### src/logic/game_defs.svh
`ifndef GAME_DEFS_SVH
`define GAME_DEFS_SVH

// Pixel field widths on the 160 by 120 display
`define X_W      8
`define Y_W      7
`define COLOUR_W 3

// Left edge of each lane
`define LANE0_X 4
`define LANE1_X 44
`define LANE2_X 84
`define LANE3_X 124

`define HIT_ROW   112 // Row where a note is judged
`define BONUS_MAX 8

// Hold counts picked by the speed switch
`define DELAY_0 840000
`define DELAY_1 3
`define DELAY_2 2360000
`define DELAY_3 4720000
`define DELAY_W 23 // Wide enough for the slowest hold count

// Keyboard make codes
`define CODE_W     8'h1D
`define CODE_A     8'h1C
`define CODE_S     8'h1B
`define CODE_D     8'h23
`define CODE_SPACE 8'h29

// Prefix bytes
`define CODE_BREAK 8'hF0
`define CODE_EXT   8'hE0

`endif

### src/logic/game_pkg.sv
`default_nettype none

`include "game_defs.svh"

package game_pkg;

  typedef struct packed {
    logic [`X_W-1:0]      x;
    logic [`Y_W-1:0]      y;
    logic [`COLOUR_W-1:0] colour;
  } pixel_t;

  // Encodings match the LFSR low bits
  typedef enum logic [1:0] {
    lane_d = 2'b00,
    lane_a = 2'b01,
    lane_s = 2'b10,
    lane_w = 2'b11
  } lane_t;

  // Top-left corner of the falling block
  typedef struct packed {
    logic [`X_W-1:0] x;
    logic [`Y_W-1:0] y;
  } note_pos_t;

  typedef struct packed {
    logic [3:0] tens;
    logic [3:0] units;
  } score_t;

  typedef enum logic [2:0] {
    seq_idle,
    seq_load,
    seq_draw,
    seq_hold,
    seq_erase
  } seq_state_t;

  // Row runs fastest in the block counter so the walk is column-major
  typedef union packed {
    logic [7:0] raw;
    struct packed {
      logic [4:0] col;
      logic [2:0] row;
    } pos;
  } block_step_u;

endpackage

`default_nettype wire

### src/logic/kbd_pkg.sv
`default_nettype none

package kbd_pkg;

  // Held level of each game key
  typedef struct packed {
    logic w;
    logic a;
    logic s;
    logic d;
    logic space;
  } key_set_t;

  // What kind of byte the decoder expects next
  typedef enum logic [1:0] {
    scan_make      = 2'b00,
    scan_break     = 2'b01,
    scan_ext_make  = 2'b10,
    scan_ext_break = 2'b11
  } scan_state_t;

endpackage

`default_nettype wire

### src/logic/key_tracker.sv
`timescale 1ns/1ps
`default_nettype none

`include "game_defs.svh"

module key_tracker (
  input  wire logic              clk,
  input  wire logic              reset,
  input  wire logic [7:0]        scan_byte,
  input  wire logic              scan_valid,
  output kbd_pkg::key_set_t      keys
);

  kbd_pkg::scan_state_t state;
  logic                 is_make; // Current byte is a press, not a release

  assign is_make = (state == kbd_pkg::scan_make);

  always_ff @(posedge clk) begin
    if (!reset) begin
      state <= kbd_pkg::scan_make;
      keys  <= '0;
    end else if (scan_valid) begin
      case (scan_byte)
        `CODE_EXT: state <= kbd_pkg::scan_ext_make;
        `CODE_BREAK: begin
          // Release after the extended prefix stays extended
          state <= is_make ? kbd_pkg::scan_break : kbd_pkg::scan_ext_break;
        end
        `CODE_W: begin
          keys.w <= is_make;
          state  <= kbd_pkg::scan_make;
        end
        `CODE_A: begin
          keys.a <= is_make;
          state  <= kbd_pkg::scan_make;
        end
        `CODE_S: begin
          keys.s <= is_make;
          state  <= kbd_pkg::scan_make;
        end
        `CODE_D: begin
          keys.d <= is_make;
          state  <= kbd_pkg::scan_make;
        end
        `CODE_SPACE: begin
          keys.space <= is_make;
          state      <= kbd_pkg::scan_make;
        end
        default: state <= kbd_pkg::scan_make; // Unused key ends its sequence
      endcase
    end
  end

  a_byte_known: assert property (
    @(posedge clk) disable iff (!reset) scan_valid |-> !$isunknown(scan_byte)
  );

endmodule

`default_nettype wire

### src/logic/lane_scorer.sv
`timescale 1ns/1ps
`default_nettype none

`include "game_defs.svh"

module lane_scorer (
  input  wire logic              clk,
  input  wire logic              reset,
  input  wire logic              step,
  input  wire kbd_pkg::key_set_t keys,
  output game_pkg::note_pos_t    note,
  output game_pkg::score_t       score
);

  logic [3:0]          lfsr;
  logic                feedback;
  game_pkg::lane_t     cur_lane;
  game_pkg::lane_t     spawn_lane;
  logic [3:0]          bonus;
  logic [4:0]          unit_sum;
  logic                own_key;
  logic                any_key;
  logic                hit;
  logic                miss;

  function automatic logic [`X_W-1:0] lane_left(input game_pkg::lane_t lane);
    case (lane)
      game_pkg::lane_w: lane_left = `X_W'(`LANE0_X);
      game_pkg::lane_a: lane_left = `X_W'(`LANE1_X);
      game_pkg::lane_s: lane_left = `X_W'(`LANE2_X);
      default:          lane_left = `X_W'(`LANE3_X);
    endcase
  endfunction

  assign feedback   = ~(lfsr[3] ^ lfsr[2]);
  assign spawn_lane = game_pkg::lane_t'(lfsr[1:0]);

  always_comb begin
    case (cur_lane)
      game_pkg::lane_w: own_key = keys.w;
      game_pkg::lane_a: own_key = keys.a;
      game_pkg::lane_s: own_key = keys.s;
      default:          own_key = keys.d;
    endcase
  end

  assign any_key  = keys.w || keys.a || keys.s || keys.d;
  assign hit      = keys.space && own_key;
  assign miss     = keys.space && !own_key && any_key; // Wrong lane pressed
  assign unit_sum = {1'b0, score.units} + {1'b0, bonus};

  always_ff @(posedge clk) begin
    if (!reset) begin
      lfsr     <= '0;
      cur_lane <= game_pkg::lane_w;
      note.x   <= `X_W'(`LANE0_X);
      note.y   <= '0;
      score    <= '0;
      bonus    <= 4'd1;
    end else begin
      lfsr <= {lfsr[2:0], feedback}; // Free running and sampled at respawn
      if (step) begin
        if (note.y != `Y_W'(`HIT_ROW)) begin
          note.y <= note.y + 1'b1;
        end else begin
          if (hit) begin
            // Decimal carry into tens
            if (unit_sum >= 5'd10) begin
              score.units <= 4'(unit_sum - 5'd10);
              score.tens  <= (score.tens == 4'd9) ? 4'd0 : score.tens + 4'd1;
            end else begin
              score.units <= unit_sum[3:0];
            end
            if (bonus < 4'(`BONUS_MAX)) begin
              bonus <= {bonus[2:0], 1'b0};
            end
          end else if (miss) begin
            bonus <= 4'd1;
          end
          cur_lane <= spawn_lane;
          note.x   <= lane_left(spawn_lane);
          note.y   <= '0;
        end
      end
    end
  end

  a_units_decimal: assert property (
    @(posedge clk) disable iff (!reset) score.units <= 4'd9
  );

endmodule

`default_nettype wire

### src/logic/note_painter.sv
`timescale 1ns/1ps
`default_nettype none

module note_painter (
  input  wire logic                 clk,
  input  wire logic                 reset,
  input  wire logic                 paint,
  input  wire logic                 ink,
  input  wire game_pkg::note_pos_t  note,
  output logic                      plot,
  output game_pkg::pixel_t          pixel,
  output logic                      block_done
);

  game_pkg::block_step_u count;

  always_ff @(posedge clk) begin
    if (!reset) begin
      count.raw <= '0;
    end else if (paint) begin
      count.raw <= count.raw + 8'd1; // Wraps back to 0 after the last pixel
    end
  end

  assign plot         = paint;
  assign pixel.x      = note.x + {3'b000, count.pos.col};
  assign pixel.y      = note.y + {4'b0000, count.pos.row};
  assign pixel.colour = ink ? 3'd7 : 3'd0; // White draws, black erases
  assign block_done   = paint && (count.raw == 8'hFF);

  // Each draw or erase must start at the block origin
  a_paint_from_origin: assert property (
    @(posedge clk) disable iff (!reset) $rose(paint) |-> (count.raw == '0)
  );

endmodule

`default_nettype wire

### src/logic/note_sequencer.sv
`timescale 1ns/1ps
`default_nettype none

`include "game_defs.svh"

module note_sequencer (
  input  wire logic       clk,
  input  wire logic       reset,
  input  wire logic       start,
  input  wire logic [1:0] speed,
  input  wire logic       block_done,
  output logic            step,
  output logic            paint,
  output logic            ink
);

  game_pkg::seq_state_t     state;
  game_pkg::seq_state_t     next_state;
  logic [`DELAY_W-1:0]      count;
  logic [`DELAY_W-1:0]      delay_sel;

  always_comb begin
    case (speed)
      2'd0:    delay_sel = `DELAY_W'(`DELAY_0);
      2'd1:    delay_sel = `DELAY_W'(`DELAY_1);
      2'd2:    delay_sel = `DELAY_W'(`DELAY_2);
      default: delay_sel = `DELAY_W'(`DELAY_3);
    endcase
  end

  always_comb begin
    next_state = state;
    case (state)
      game_pkg::seq_idle:  if (start) next_state = game_pkg::seq_load;
      game_pkg::seq_load:  next_state = game_pkg::seq_draw;
      game_pkg::seq_draw:  if (block_done) next_state = game_pkg::seq_hold;
      game_pkg::seq_hold:  if (count == '0) next_state = game_pkg::seq_erase;
      game_pkg::seq_erase: if (block_done) next_state = game_pkg::seq_load;
      default:             next_state = game_pkg::seq_idle;
    endcase
  end

  always_ff @(posedge clk) begin
    if (!reset) begin
      state <= game_pkg::seq_idle;
      count <= '0;
    end else begin
      state <= next_state;
      // Hold lasts delay + 1 cycles as the count runs down to zero
      if (state == game_pkg::seq_hold) begin
        count <= count - 1'b1;
      end else begin
        count <= delay_sel;
      end
    end
  end

  assign step  = (state == game_pkg::seq_load);
  assign ink   = (state == game_pkg::seq_draw);
  assign paint = ink || (state == game_pkg::seq_erase);

  a_step_not_paint: assert property (
    @(posedge clk) disable iff (!reset) !(step && paint)
  );

endmodule

`default_nettype wire

### src/logic/rhythm_top.sv
`timescale 1ns/1ps
`default_nettype none

module rhythm_top (
  input  wire logic       clk,
  input  wire logic       reset,
  input  wire logic [7:0] scan_byte,
  input  wire logic       scan_valid,
  input  wire logic       start,
  input  wire logic [1:0] speed,
  output logic            plot,
  output game_pkg::pixel_t pixel,
  output logic [6:0]      hex0,
  output logic [6:0]      hex1
);

  kbd_pkg::key_set_t   keys;
  game_pkg::note_pos_t note;
  game_pkg::score_t    score;
  logic                step;
  logic                paint;
  logic                ink;
  logic                block_done;

  key_tracker i_key_tracker (
    .clk        (clk),
    .reset      (reset),
    .scan_byte  (scan_byte),
    .scan_valid (scan_valid),
    .keys       (keys)
  );

  note_sequencer i_note_sequencer (
    .clk        (clk),
    .reset      (reset),
    .start      (start),
    .speed      (speed),
    .block_done (block_done),
    .step       (step),
    .paint      (paint),
    .ink        (ink)
  );

  note_painter i_note_painter (
    .clk        (clk),
    .reset      (reset),
    .paint      (paint),
    .ink        (ink),
    .note       (note),
    .plot       (plot),
    .pixel      (pixel),
    .block_done (block_done)
  );

  lane_scorer i_lane_scorer (
    .clk   (clk),
    .reset (reset),
    .step  (step),
    .keys  (keys),
    .note  (note),
    .score (score)
  );

  seg_decoder i_seg_units (.digit(score.units), .seg(hex0));
  seg_decoder i_seg_tens  (.digit(score.tens),  .seg(hex1));

endmodule

`default_nettype wire

### src/logic/seg_decoder.sv
`timescale 1ns/1ps
`default_nettype none

module seg_decoder (
  input  wire logic [3:0] digit,
  output logic      [6:0] seg
);

  // Bits run g down to a and a segment lights on 0
  always_comb begin
    case (digit)
      4'd0:    seg = 7'b1000000;
      4'd1:    seg = 7'b1111001;
      4'd2:    seg = 7'b0100100;
      4'd3:    seg = 7'b0110000;
      4'd4:    seg = 7'b0011001;
      4'd5:    seg = 7'b0010010;
      4'd6:    seg = 7'b0000010;
      4'd7:    seg = 7'b1111000;
      4'd8:    seg = 7'b0000000;
      4'd9:    seg = 7'b0010000;
      default: seg = 7'b1111111; // Blank for non-decimal values
    endcase
  end

endmodule

`default_nettype wire
### config.mk
export PLATFORM = sky130hd
export DESIGN_NAME = rhythm_top
export DESIGN_NICKNAME = d
export VERILOG_FILES = /design/src/logic/game_pkg.sv /design/src/logic/kbd_pkg.sv /design/src/logic/key_tracker.sv /design/src/logic/lane_scorer.sv /design/src/logic/note_painter.sv /design/src/logic/note_sequencer.sv /design/src/logic/rhythm_top.sv /design/src/logic/seg_decoder.sv
export VERILOG_INCLUDE_DIRS = /design/src /design/src/logic
export SDC_FILE = /design/constraint.sdc
export NUM_CORES = 1
export LEC_CHECK = 0
export BUFFER_PORTS_ARGS = -buffer_cell sky130_fd_sc_hd__buf_2
export CORE_AREA = 10 10 103 105
export CTS_BUF_LIST = sky130_fd_sc_hd__clkbuf_4 sky130_fd_sc_hd__clkbuf_8 sky130_fd_sc_hd__clkbuf_16
export DETAILED_ROUTE_END_ITERATION = 10
export DIE_AREA = 0 0 113 115
export PLACE_DENSITY = 0.73
export SYNTH_ARGS = -nofsm -noshare
export SYNTH_HDL_FRONTEND = slang
export SYNTH_SLANG_ARGS = --single-unit
### constraint.sdc
create_clock -name clk -period 3.6 [get_ports clk]
set_input_delay 0.72 -clock clk [delete_from_list [all_inputs] [get_ports clk]]
set_output_delay 0.72 -clock clk [all_outputs]
set_load 0.005 [all_outputs]
==> results of run 1 <==
## where the power goes
| part | internal, uW | switching (uW) | leakage, uW |
|---|---|---|---|
| Clock | 261 | 363 | 0.0000908 |
| Sequential | 941 | 42.5 | 0.000665 |
| Combinational | 121 | 160 | 0.00138 |
## worst max-delay path by stage
| stage | cells after the start | slack [ns] | endpoint | startpoint |
|---|---|---|---|---|
| after floorplan | 15 | 0.27 | i_seg_tens.seg[6] | i_lane_scorer.bonus[0] |
| after global placement | 15 | 0.23 | i_seg_units.seg[6] | i_lane_scorer.bonus[0] |
| after detailed placement | 15 | 0.07 | i_seg_units.seg[6] | i_lane_scorer.bonus[0] |
| after CTS | 15 | 0.03 | i_seg_units.seg[6] | i_lane_scorer.bonus[0] |
| after global routing | 15 | -0.05 | i_seg_units.seg[6] | i_lane_scorer.bonus[0] |
| final | 15 | 0.15 | i_seg_units.seg[6] | i_lane_scorer.bonus[0] |
## sequential cells by signal (all words and copies together), names as in the netlist, 3 cells and up
| register | flops |
|---|---|
| i_note_sequencer.count | 23 |
| i_note_sequencer.state | 3 |
| i_lane_scorer.bonus | 4 |
| i_lane_scorer.lfsr | 4 |
| i_lane_scorer.score | 8 |
| i_seg_tens.seg | 7 |
| i_lane_scorer.note | 9 |
| i_key_tracker.keys | 5 |
| i_seg_units.seg | 7 |
| i_note_painter.count | 8 |
## cells by family (layout without fill, tap and decap cells)
logic type / after synthesis / in the layout
DFF: 82 / 82
and+or+nand+nor: 210 / 210
adders and majority gates: 31 / 31
AOI/OAI and AO/OA: 102 / 102
xor gates and xnor gates: 38 / 38
muxes: 15 / 15
buffers and inverters: 49 / 97
## worst max-delay path, delay by kind of cell, from the launching register on
family	cells	cell delay (ns)
buffers and inverters	1	0.16
AOI/OAI and AO/OA	5	0.56
adders and majority gates	4	1.13
and+or+nand+nor	4	0.89
xor gates and xnor gates	1	0.25
DFF	1	0.33
## cells in the mapped netlist (all sizes together), types with 3 or more instances
cell / count
nor4: 7
o22ai: 3
inv: 29
a31oi: 9
mux2: 3
o21ai: 21
and3: 5
mux2i: 11
nand2: 53
nor4b: 4
o21bai: 3
nor2: 60
a21oi: 39
nor3: 15
a211o: 3
buf: 16
xnor2: 20
nand4: 8
clkbuf: 4
or3: 7
o211ai: 3
and2: 8
fa: 3
a21o: 4
ha: 28
nand2b: 11
nor2b: 5
dfxtp: 82
xor2: 18
nand3: 14
## final cells by class
class,instances,share of cell area [%]
Sequential cell,82,32.49
Timing Repair Buffer,52,5.448
Tap cell,108,2.675
Clock inverter,7,1.189
Clock buffer,9,2.452
Multi-Input combinational cell,396,53.54
Inverter,29,2.204
## through the flow
step,setup TNS [ns],hold slack (ns),power (uW),utilization (%)
5_1_grt,-0.05401,0.5018,1994,59.09
6_report,0,0.4717,1889,59.09
4_1_cts,0,0.4763,1908,58.69
3_3_place_gp,0,0.4495,1277,56.54
2_1_floorplan,0,0.4360,1227,-
3_5_place_dp,0,0.4621,1286,56.54
## what timing repair did
item,4_1_cts,5_1_grt
setup buffers,0,1
gates resized for setup,0,6
hold buffers,0,0
endpoints found under the setup margin,0,12
## layer usage
metal | part of all wire (%) | routed length [um]
met1 | 47 | 4524
met2 | 46 | 4382
met3 | 5.3 | 507
met4 | 1.2 | 112
met5 | 0 | 0
==> qor.yml, run 1 <==
r2r_start: "i_lane_scorer.bonus[0]"
areaGrowthSynthToFinish_pct: 10.51
skew_ns: 0.01540
cts-htree-levels: 3
dp_cells: 666
finalHoldViolCount: 0
tightest_slew_ns: 0.6235
max_stage_delay_ns: 0.47
async_reset_ff_share_pct: 0
routedWlPerCell_um: 13.95
clk_latency_ns: 0.36
grt_start_max_net_pins: 26
layout_setup_ws_ns: 0.1464
vias: 3782
crit_chain: "ha_1 > fa_2 > xnor2_2 > ha_2 > nor2b_1 > a31oi_2 > or4_1 > nand4_1 > a31oi_1 > buf_4 > ha_1 > nand2_1 > o21ai_0 > a31oi_1 > a31oi_1"
grt_pass1_vias: 3729
avgSynthCellArea_um2: 8.675
synth_fa_ha_area_share_pct: 8.976
period_share_pct: 95.93
hold_start: "i_note_sequencer.count[5]"
synthesis.area_um2: 4572
start_util_pct: 53.47
fmax_mhz: 289.6
fin_crit_ns: 3.454
cts-root-buf: "clkbuf_8"
r2r_setup_slack_ns: 0.15
synth_cells: 527
grt_util_met2_pct: 24.46
yosysTopAreaCellShare_pct: 35.91
grt_usage_pct: 14.73
synth-edff-count: 0
finalNonFillerCells: 683
drtPass1Iterations: 5
dieHeight_um: 115
crit_fanout: 6
worst_hold_path.endpoint: "i_note_sequencer.count[5]"
drive_gt1_share_pct: 17.22
n_antenna_cell: 0
ys_dominant_reg_cell: "dfxtp_1"
drtAntennaViolNets: 0
crit_type: "flop to flop"
synthXorXnorAreaFrac_pct: 7.280
fp-row-count: 34
grt-ovfl-total: 0
synth_top_family_by_area: "simple AND/OR/NAND/NOR gates"
synth_area_leaders: "dfxtp_1 (36%), ha_1 (7.7%), nor2_1 (4.9%)"
endpoint_kind: "flop"
fp.coreArea_um2: 8551
use_met1_pct: 18.43
dp_slack_ns: 0.06665
ys.warnings.count: 0
status: "finished, final reports clean"
numCtsBuffers: 9
cp_slowest_cell: "or4_1"
vias_per_cell: 5.537
startpoint_type: "flop"
yosys_register_bits: 82
clock_sinks: 82
yosysSeqAreaShare_pct: 35.91
ys_types: 73
die_width_um: 113
layout_common_cells: "dfxtp_1 (82), nor2_1 (60), nand2_1 (52)"
placed_area_um2: 4835
grt_pass1_wl_um: 16590
gr-usage-met3_pct: 3.490
synth-simple-area-share_pct: 24.38
dp_hpwl_um: 7080
multi_input_area_um2: 2705
p_leak_uw: 0.002134
synth.area.mux_share_pct: 3.722
seq_area_um2: 1642
required_ns: 3.82
reg2reg_depth: 15
setup_viol: 0
irDropWorstVdd_mv: 0.2389
cts_tree: "yes"
num_io_pins: 47
die_area_um2: 13000
synth_area_leader_cell: "dfxtp_1"
grt_setup_unrepaired: "true"
clkTransAtPathRegs_ns: 0.10
place.gp.congestion: 0.8274
r2r_end: "i_seg_units.seg[6]"
drt_iter0_markers: 149
nets: 615
wirelength_um: 9526
critPathArrivalTime_ns: 3.68
hold_path.class: "flop to flop"
fill_cells: 782
syn_nets: 572
postLayoutCellArea_um2: 5052
clock_path_buffers: 2
antenna_found_initial: 0
io_buffers: 46
top_usage_layer: "met2"
power_density_nw_per_um2: 373.9
drc: 0
synth_compound_area_share_pct: 14.23
crit_top_cell: "a31oi_1"
final_common_cell: "dfxtp_1"
drv_slew: 0
slew_headroom_pct: 58.44
holdPathStages: 2
maxCapViolations: 0
Note: power is estimated with default switching activity, not from simulation.
==> run 2: changes to the inputs <==
- CELL_PAD_IN_SITES_DETAIL_PLACEMENT: default -> 0
- CELL_PAD_IN_SITES_GLOBAL_PLACEMENT: default -> 1
- CORE_AREA: 10 10 103 105 -> 10 10 128 101
- DIE_AREA: 0 0 113 115 -> 0 0 138 111
- PLACE_DENSITY: 0.73 -> default
- PLACE_DENSITY_LB_ADDON: default -> 0.1
==> run 2 against run 1 <==
Global-route usage down 2.1 points. Critical path depth up 1. Clock power up 73%.
==> qor.yml, run 2 (same netlist as run 1, synthesis figures left out) <==
fp-row-count: 33  # -2.9%
die_width_um: 138  # +22%
clock_path_buffers: 2  # unchanged
vias_per_cell: 5.135  # -7.3%
dp_slack_ns: 0.06594  # -0.0007128 ns
drtAntennaViolNets: 0  # unchanged
maxCapViolations: 0  # unchanged
dieHeight_um: 111  # -3.5%
clk_latency_ns: 0.34  # -0.02 ns
grt_util_met2_pct: 17.86  # -6.6 points
use_met1_pct: 18.05  # -0.38 points
tightest_slew_ns: 0.6998  # +0.07639 ns
grt-ovfl-total: 0  # unchanged
skew_ns: 0.005846  # -0.009552 ns
clkTransAtPathRegs_ns: 0.07  # -0.03 ns
seq_area_um2: 1642  # unchanged
nets: 617  # +0.33%
slew_headroom_pct: 53.34  # -5.1 points
dp_cells: 698  # +4.8%
fmax_mhz: 293.6  # +1.4%
n_antenna_cell: 0  # unchanged
grt_pass1_wl_um: 16510  # -0.50%
drc: 0  # unchanged
setup_viol: 0  # unchanged
num_io_pins: 47  # unchanged
wirelength_um: 10010  # +5.0%
finalNonFillerCells: 717  # +5.0%
antenna_found_initial: 0  # unchanged
power_density_nw_per_um2: 443.6  # +19%
grt_usage_pct: 12.60  # -2.1 points
fin_crit_ns: 3.406  # -0.04729 ns
io_buffers: 46  # unchanged
cts-htree-levels: 3  # unchanged
grt_pass1_vias: 3395  # -9.0%
startpoint_type: "flop"
finalHoldViolCount: 0  # unchanged
final_common_cell: "dfxtp_1"
p_leak_uw: 0.002220  # +4.0%
start_util_pct: 43.25  # -10 points
critPathArrivalTime_ns: 3.61  # -0.07 ns
crit_type: "flop to flop"
drv_slew: 0  # unchanged
areaGrowthSynthToFinish_pct: 15.65
endpoint_kind: "flop"
fp.coreArea_um2: 10570  # +24%
worst_hold_slack_ns: 0.4630  # -0.008684 ns
dp_hpwl_um: 7277  # +2.8%
largest_register_ff_count: 23  # unchanged
drt_iter0_markers: 162  # +8.7%
grt_setup_unrepaired: "false"
clock_sinks: 82  # unchanged
vias: 3682  # -2.6%
drive_gt1_share_pct: 17.85  # +0.63 points
top_usage_layer: "met1"
cts_tree: "yes"
place.gp.congestion: 0.8124  # -1.8%
die_area_um2: 15320  # +18%
tns_ns: 0  # unchanged
fill_cells: 1049  # +34%
status: "finished, final reports clean"
gr-usage-met3_pct: 3.510  # +0.021 points
numCtsBuffers: 9  # unchanged
holdPathStages: 2  # unchanged
drtPass1Iterations: 4  # -1
routedWlPerCell_um: 13.95  # about the same
reg2reg_depth: 16  # +1
hold_path.class: "flop to flop"
reg_top3: "i_note_sequencer.count x23, i_lane_scorer.note x9"
grt_start_max_net_pins: 26  # unchanged
multi_input_area_um2: 2716  # +0.42%
largest_register: "i_note_sequencer.count"
required_ns: 3.80  # -0.02 ns
final_core_util_pct: 50.02  # -9.1 points
crit_fanout: 6  # unchanged
r2r_setup_slack_ns: 0.19  # +0.05 ns
layout_common_cells: "dfxtp_1 (82), nor2_1 (60), nand2_1 (52)"
period_share_pct: 94.62  # -1.3 points
cts-root-buf: "clkbuf_16"
irDropWorstVdd_mv: 0.2175  # -9.0%
layout_setup_ws_ns: 0.1937  # +0.04729 ns
## run 2: cell type report
type / count / share of cell area [%]
timing repair buffer: 54 / 5.490
clock buffer: 10 / 4.520
multi-input combinational: 396 / 51.37
sequential: 82 / 31.05
clock inverter: 6 / 2.153
tap: 140 / 3.313
inverter: 29 / 2.106
## run 2: where the power goes
group          switching, uW  total (uW)  internal [uW]  leakage (uW)
Clock                    381        1080            698      0.000165
Combinational            162         282            120       0.00139
Sequential              43.2         985            942      0.000665
## run 2: worst paths after layout
| check | end | from |
|---|---|---|
| max | i_seg_tens.seg[6] | i_lane_scorer.bonus[0] |
| min | i_note_sequencer.count[5] | i_note_sequencer.count[5] |
| max reg2reg | i_seg_tens.seg[6] | i_lane_scorer.bonus[0] |
| min reg2reg | i_note_sequencer.count[5] | i_note_sequencer.count[5] |
## run 2: timing repair
action / CTS / global route
buffers inserted: 0 / 3
setup endpoints to repair: 0 / 10
gates resized for setup: 0 / 8
hold buffers: 0 / 0
## run 2: per-layer routing
metal  part of all wire, %  up-vias
met3                   3.9        8
met1                    54     1698
met2                    41       56
li1                      -     1920
met5                     0        -
met4                   1.0        0
## run 2: worst max-delay path, stage by stage, from the launching register on
cell	delay (ns)
dfxtp_1	0.32
ha_1	0.23
fa_2	0.54
inv_1	0.08
ha_2	0.22
nor2b_1	0.15
a31oi_2	0.24
nor4_4	0.09
buf_4	0.18
o31a_2	0.35
o21ai_2	0.15
inv_1	0.09
ha_1	0.21
inv_1	0.08
a21oi_1	0.07
a211oi_2	0.19
a2bb2oi_1	0.08
## run 2: stage by stage
stage | area [um2] | total power [uW]
final | 5288 | 2346
after floorplan | 4572 | 1227
after detailed placement | 4875 | 1287
after global routing | 5288 | 2461
after CTS | 5228 | 2377
after global placement | 4875 | 1282
==> run 3: changes to the inputs <==
- ABC_AREA: default -> 1
- CORE_AREA: 10 10 128 101 -> 10 10 129 101
- CTS_BUF_LIST: sky130_fd_sc_hd__clkbuf_4 sky130_fd_sc_hd__clkbuf_8 sky130_fd_sc_hd__clkbuf_16 -> sky130_fd_sc_hd__clkbuf_2
- DIE_AREA: 0 0 138 111 -> 0 0 139 111
==> run 3 against run 2 <==
Clock skew is 0.013 ns higher. Fmax rose by 8.9%. Routed wire length is 1.1% lower. Die area rose by 0.72%. Synthesized cell count grew 19%. Critical path type is now flop to output port. Worst setup slack improved by 0.28 ns. Global-route usage increased by 0.19 points. Total power decreased by 5.9%. Sequential power rose by 4%.
==> qor.yml, run 3 <==
drv_slew: 0  # unchanged
cts-root-buf: "clkbuf_2"
final_core_util_pct: 48.10  # -1.9 points
finalHoldViolCount: 0  # unchanged
crit_fanout: 4  # -2
synthesis.area_um2: 4628  # +1.2%
synth_common_cells: "nand2_1 (112), inv_1 (98), dfxtp_1 (82)"
grt_start_max_net_pins: 29  # +12%
wirelength_um: 9899  # -1.1%
synth-edff-count: 0  # unchanged
numCtsBuffers: 9  # unchanged
post-cts-setup-buffer-count: 0  # unchanged
power_density_nw_per_um2: 430.9  # -2.9%
yosys_register_bits: 82  # unchanged
grt_usage_pct: 12.79  # +0.19 points
die_width_um: 139  # +0.72%
die_area_um2: 15430  # +0.72%
drive_gt1_share_pct: 15.53  # -2.3 points
fmax_mhz: 319.7  # +8.9%
io_buffers: 46  # unchanged
avgSynthCellArea_um2: 7.405  # -15%
period_share_pct: 86.89  # -7.7 points
areaGrowthSynthToFinish_pct: 10.71
clock_path_buffers: 2  # unchanged
maxCapViolations: 0  # unchanged
nets: 716  # +16%
vias_per_cell: 4.882  # -4.9%
dp_hpwl_um: 7737  # +6.3%
yosysTopAreaCellShare_pct: 35.47  # -0.44 points
status: "finished, final reports clean"
reg_top3: "i_note_sequencer.count x23, i_lane_scorer.note x9"
required_ns: 2.88  # -0.92 ns
grt_pass1_vias: 3705  # +9.1%
setup_viol: 0  # unchanged
hold_path.class: "input pin to flop"
critPathArrivalTime_ns: 2.41  # -1.20 ns
grt-ovfl-total: 0  # unchanged
clock_sinks: 82  # unchanged
fp.coreArea_um2: 10650  # +0.78%
fp-row-count: 33  # unchanged
cts-htree-levels: 3  # unchanged
n_antenna_cell: 0  # unchanged
ys_types: 52  # -29%
syn_nets: 670  # +17%
clk_latency_ns: 0.54  # +0.20 ns
synth_cells: 625  # +19%
yosysSeqAreaShare_pct: 35.47  # -0.44 points
fin_crit_ns: 3.128  # -0.2781 ns
largest_register_ff_count: 23  # unchanged
p_leak_uw: 0.002560  # +15%
irDropWorstVdd_mv: 0.2654  # +22%
start_util_pct: 43.45  # +0.19 points
async_reset_ff_share_pct: 0  # unchanged
routedWlPerCell_um: 12.13  # -13%
drt_iter0_markers: 222  # +37%
startpoint_type: "flop"
finalNonFillerCells: 816  # +14%
dieHeight_um: 111  # unchanged
grt_setup_unrepaired: "false"
synth_area_leaders: "dfxtp_1 (35%), nand2_1 (9.1%), inv_1 (7.9%)"
slew_headroom_pct: 56.79  # +3.4 points
crit_type: "flop to output port"
worst_hold_slack_ns: 0.3936  # -0.06943 ns
final_common_cell: "nand2_1"
tightest_slew_ns: 0.6475  # -0.05237 ns
grt_pass1_wl_um: 17030  # +3.1%
cts_resized: 0  # unchanged
clkTransAtPathRegs_ns: 0.21  # +0.14 ns
num_io_pins: 47  # unchanged
synth_area_leader_cell: "dfxtp_1"
drtAntennaViolNets: 0  # unchanged
drtPass1Iterations: 6  # +2
ys_dominant_reg_cell: "dfxtp_1"
vias: 3984  # +8.2%
power.total_uw: 2208  # -5.9%
place.gp.congestion: 0.8511  # +4.8%
tns_ns: 0  # unchanged
cts_tree: "yes"
skew_ns: 0.01933  # +0.01349 ns
layout_common_cells: "nand2_1 (112), inv_1 (98), dfxtp_1 (82)"
largest_register: "i_note_sequencer.count"
synth.most_common_cell: "nand2_1"
ys.warnings.count: 0  # unchanged
drc: 0  # unchanged
dp_cells: 800  # +15%
ctsHoldBuffers: 0  # unchanged
antenna_found_initial: 0  # unchanged
endpoint_kind: "output port"
## run 3: cell count changes in the layout (fill, tap and decap cells not counted), sizes merged, moves of 11 or more
cell / previous run / this run
inv: 29 / 105
nand2: 53 / 119
nand3: 14 / 54
xnor2: 20 / 5
o21ai: 21 / 35
mux2i: 11 / 0
nand2b: 11 / 0
## run 3: worst paths after layout
kind                          startpoint                     end  slack [ns]  cells past startpoint
hold / removal                scan_valid  i_key_tracker.state[1]        0.39                      2
setup / recovery   i_lane_scorer.note[0]                pixel[9]        0.47                      7
setup reg to reg  i_lane_scorer.bonus[0]       i_seg_tens.seg[3]        0.70                     17
hold reg to reg    i_lane_scorer.lfsr[1]   i_lane_scorer.lfsr[2]        0.45                      2
## run 3: metal layers
layer	GRT usage [%]	routed length, um
met2	19.39	4161
met1	17.18	5157
met4	3.123	87
met5	0	0
met3	4.024	492
## run 3: worst max-delay path: stages, from the launching register on
cell,delay [ns]
dfxtp_1,0.44
ha_1,0.19
inv_1,0.06
fa_1,0.39
o21ai_0,0.40
nand2_1,0.12
xor2_1,0.16
buf_2,0.12
## run 3: area by class of cell
cell class / count / area, um2
inverters: 108 / 415.4
fillers: 1083 / 5529
clock inverters: 6 / 105.1
multi-input cells: 423 / 2499
flip-flops and latches: 82 / 1642
well taps: 140 / 175.2
clock buffers: 10 / 50.05
repair buffers: 47 / 237.7
## run 3: where the power goes
| group | internal (uW) | total [uW] | leakage [uW] | switching, uW |
|---|---|---|---|---|
| Combinational | 206 | 573 | 0.00180 | 366 |
| Clock | 299 | 617 | 0.0000957 | 318 |
| Sequential | 967 | 1020 | 0.000666 | 50.9 |
## run 3: cells by family (layout without fill, tap and decap cells)
kind of cell	Yosys count	count (layout)	synth area share (%)
buf+inv	120	171	10.54
flops	82	82	35.47
xor+xnor	19	19	3.596
fa+ha+maj	31	31	8.867
simple gates	273	273	28.25
compound gates	100	100	13.27
## run 3: per-stage QoR
step	instance area, um2	setup WS (ns)
floorplan	4628	0.9604
global placement	4969	0.8215
detailed placement	4969	0.7245
CTS	5124	0.4030
global route	5124	0.2536
finish	5124	0.4718
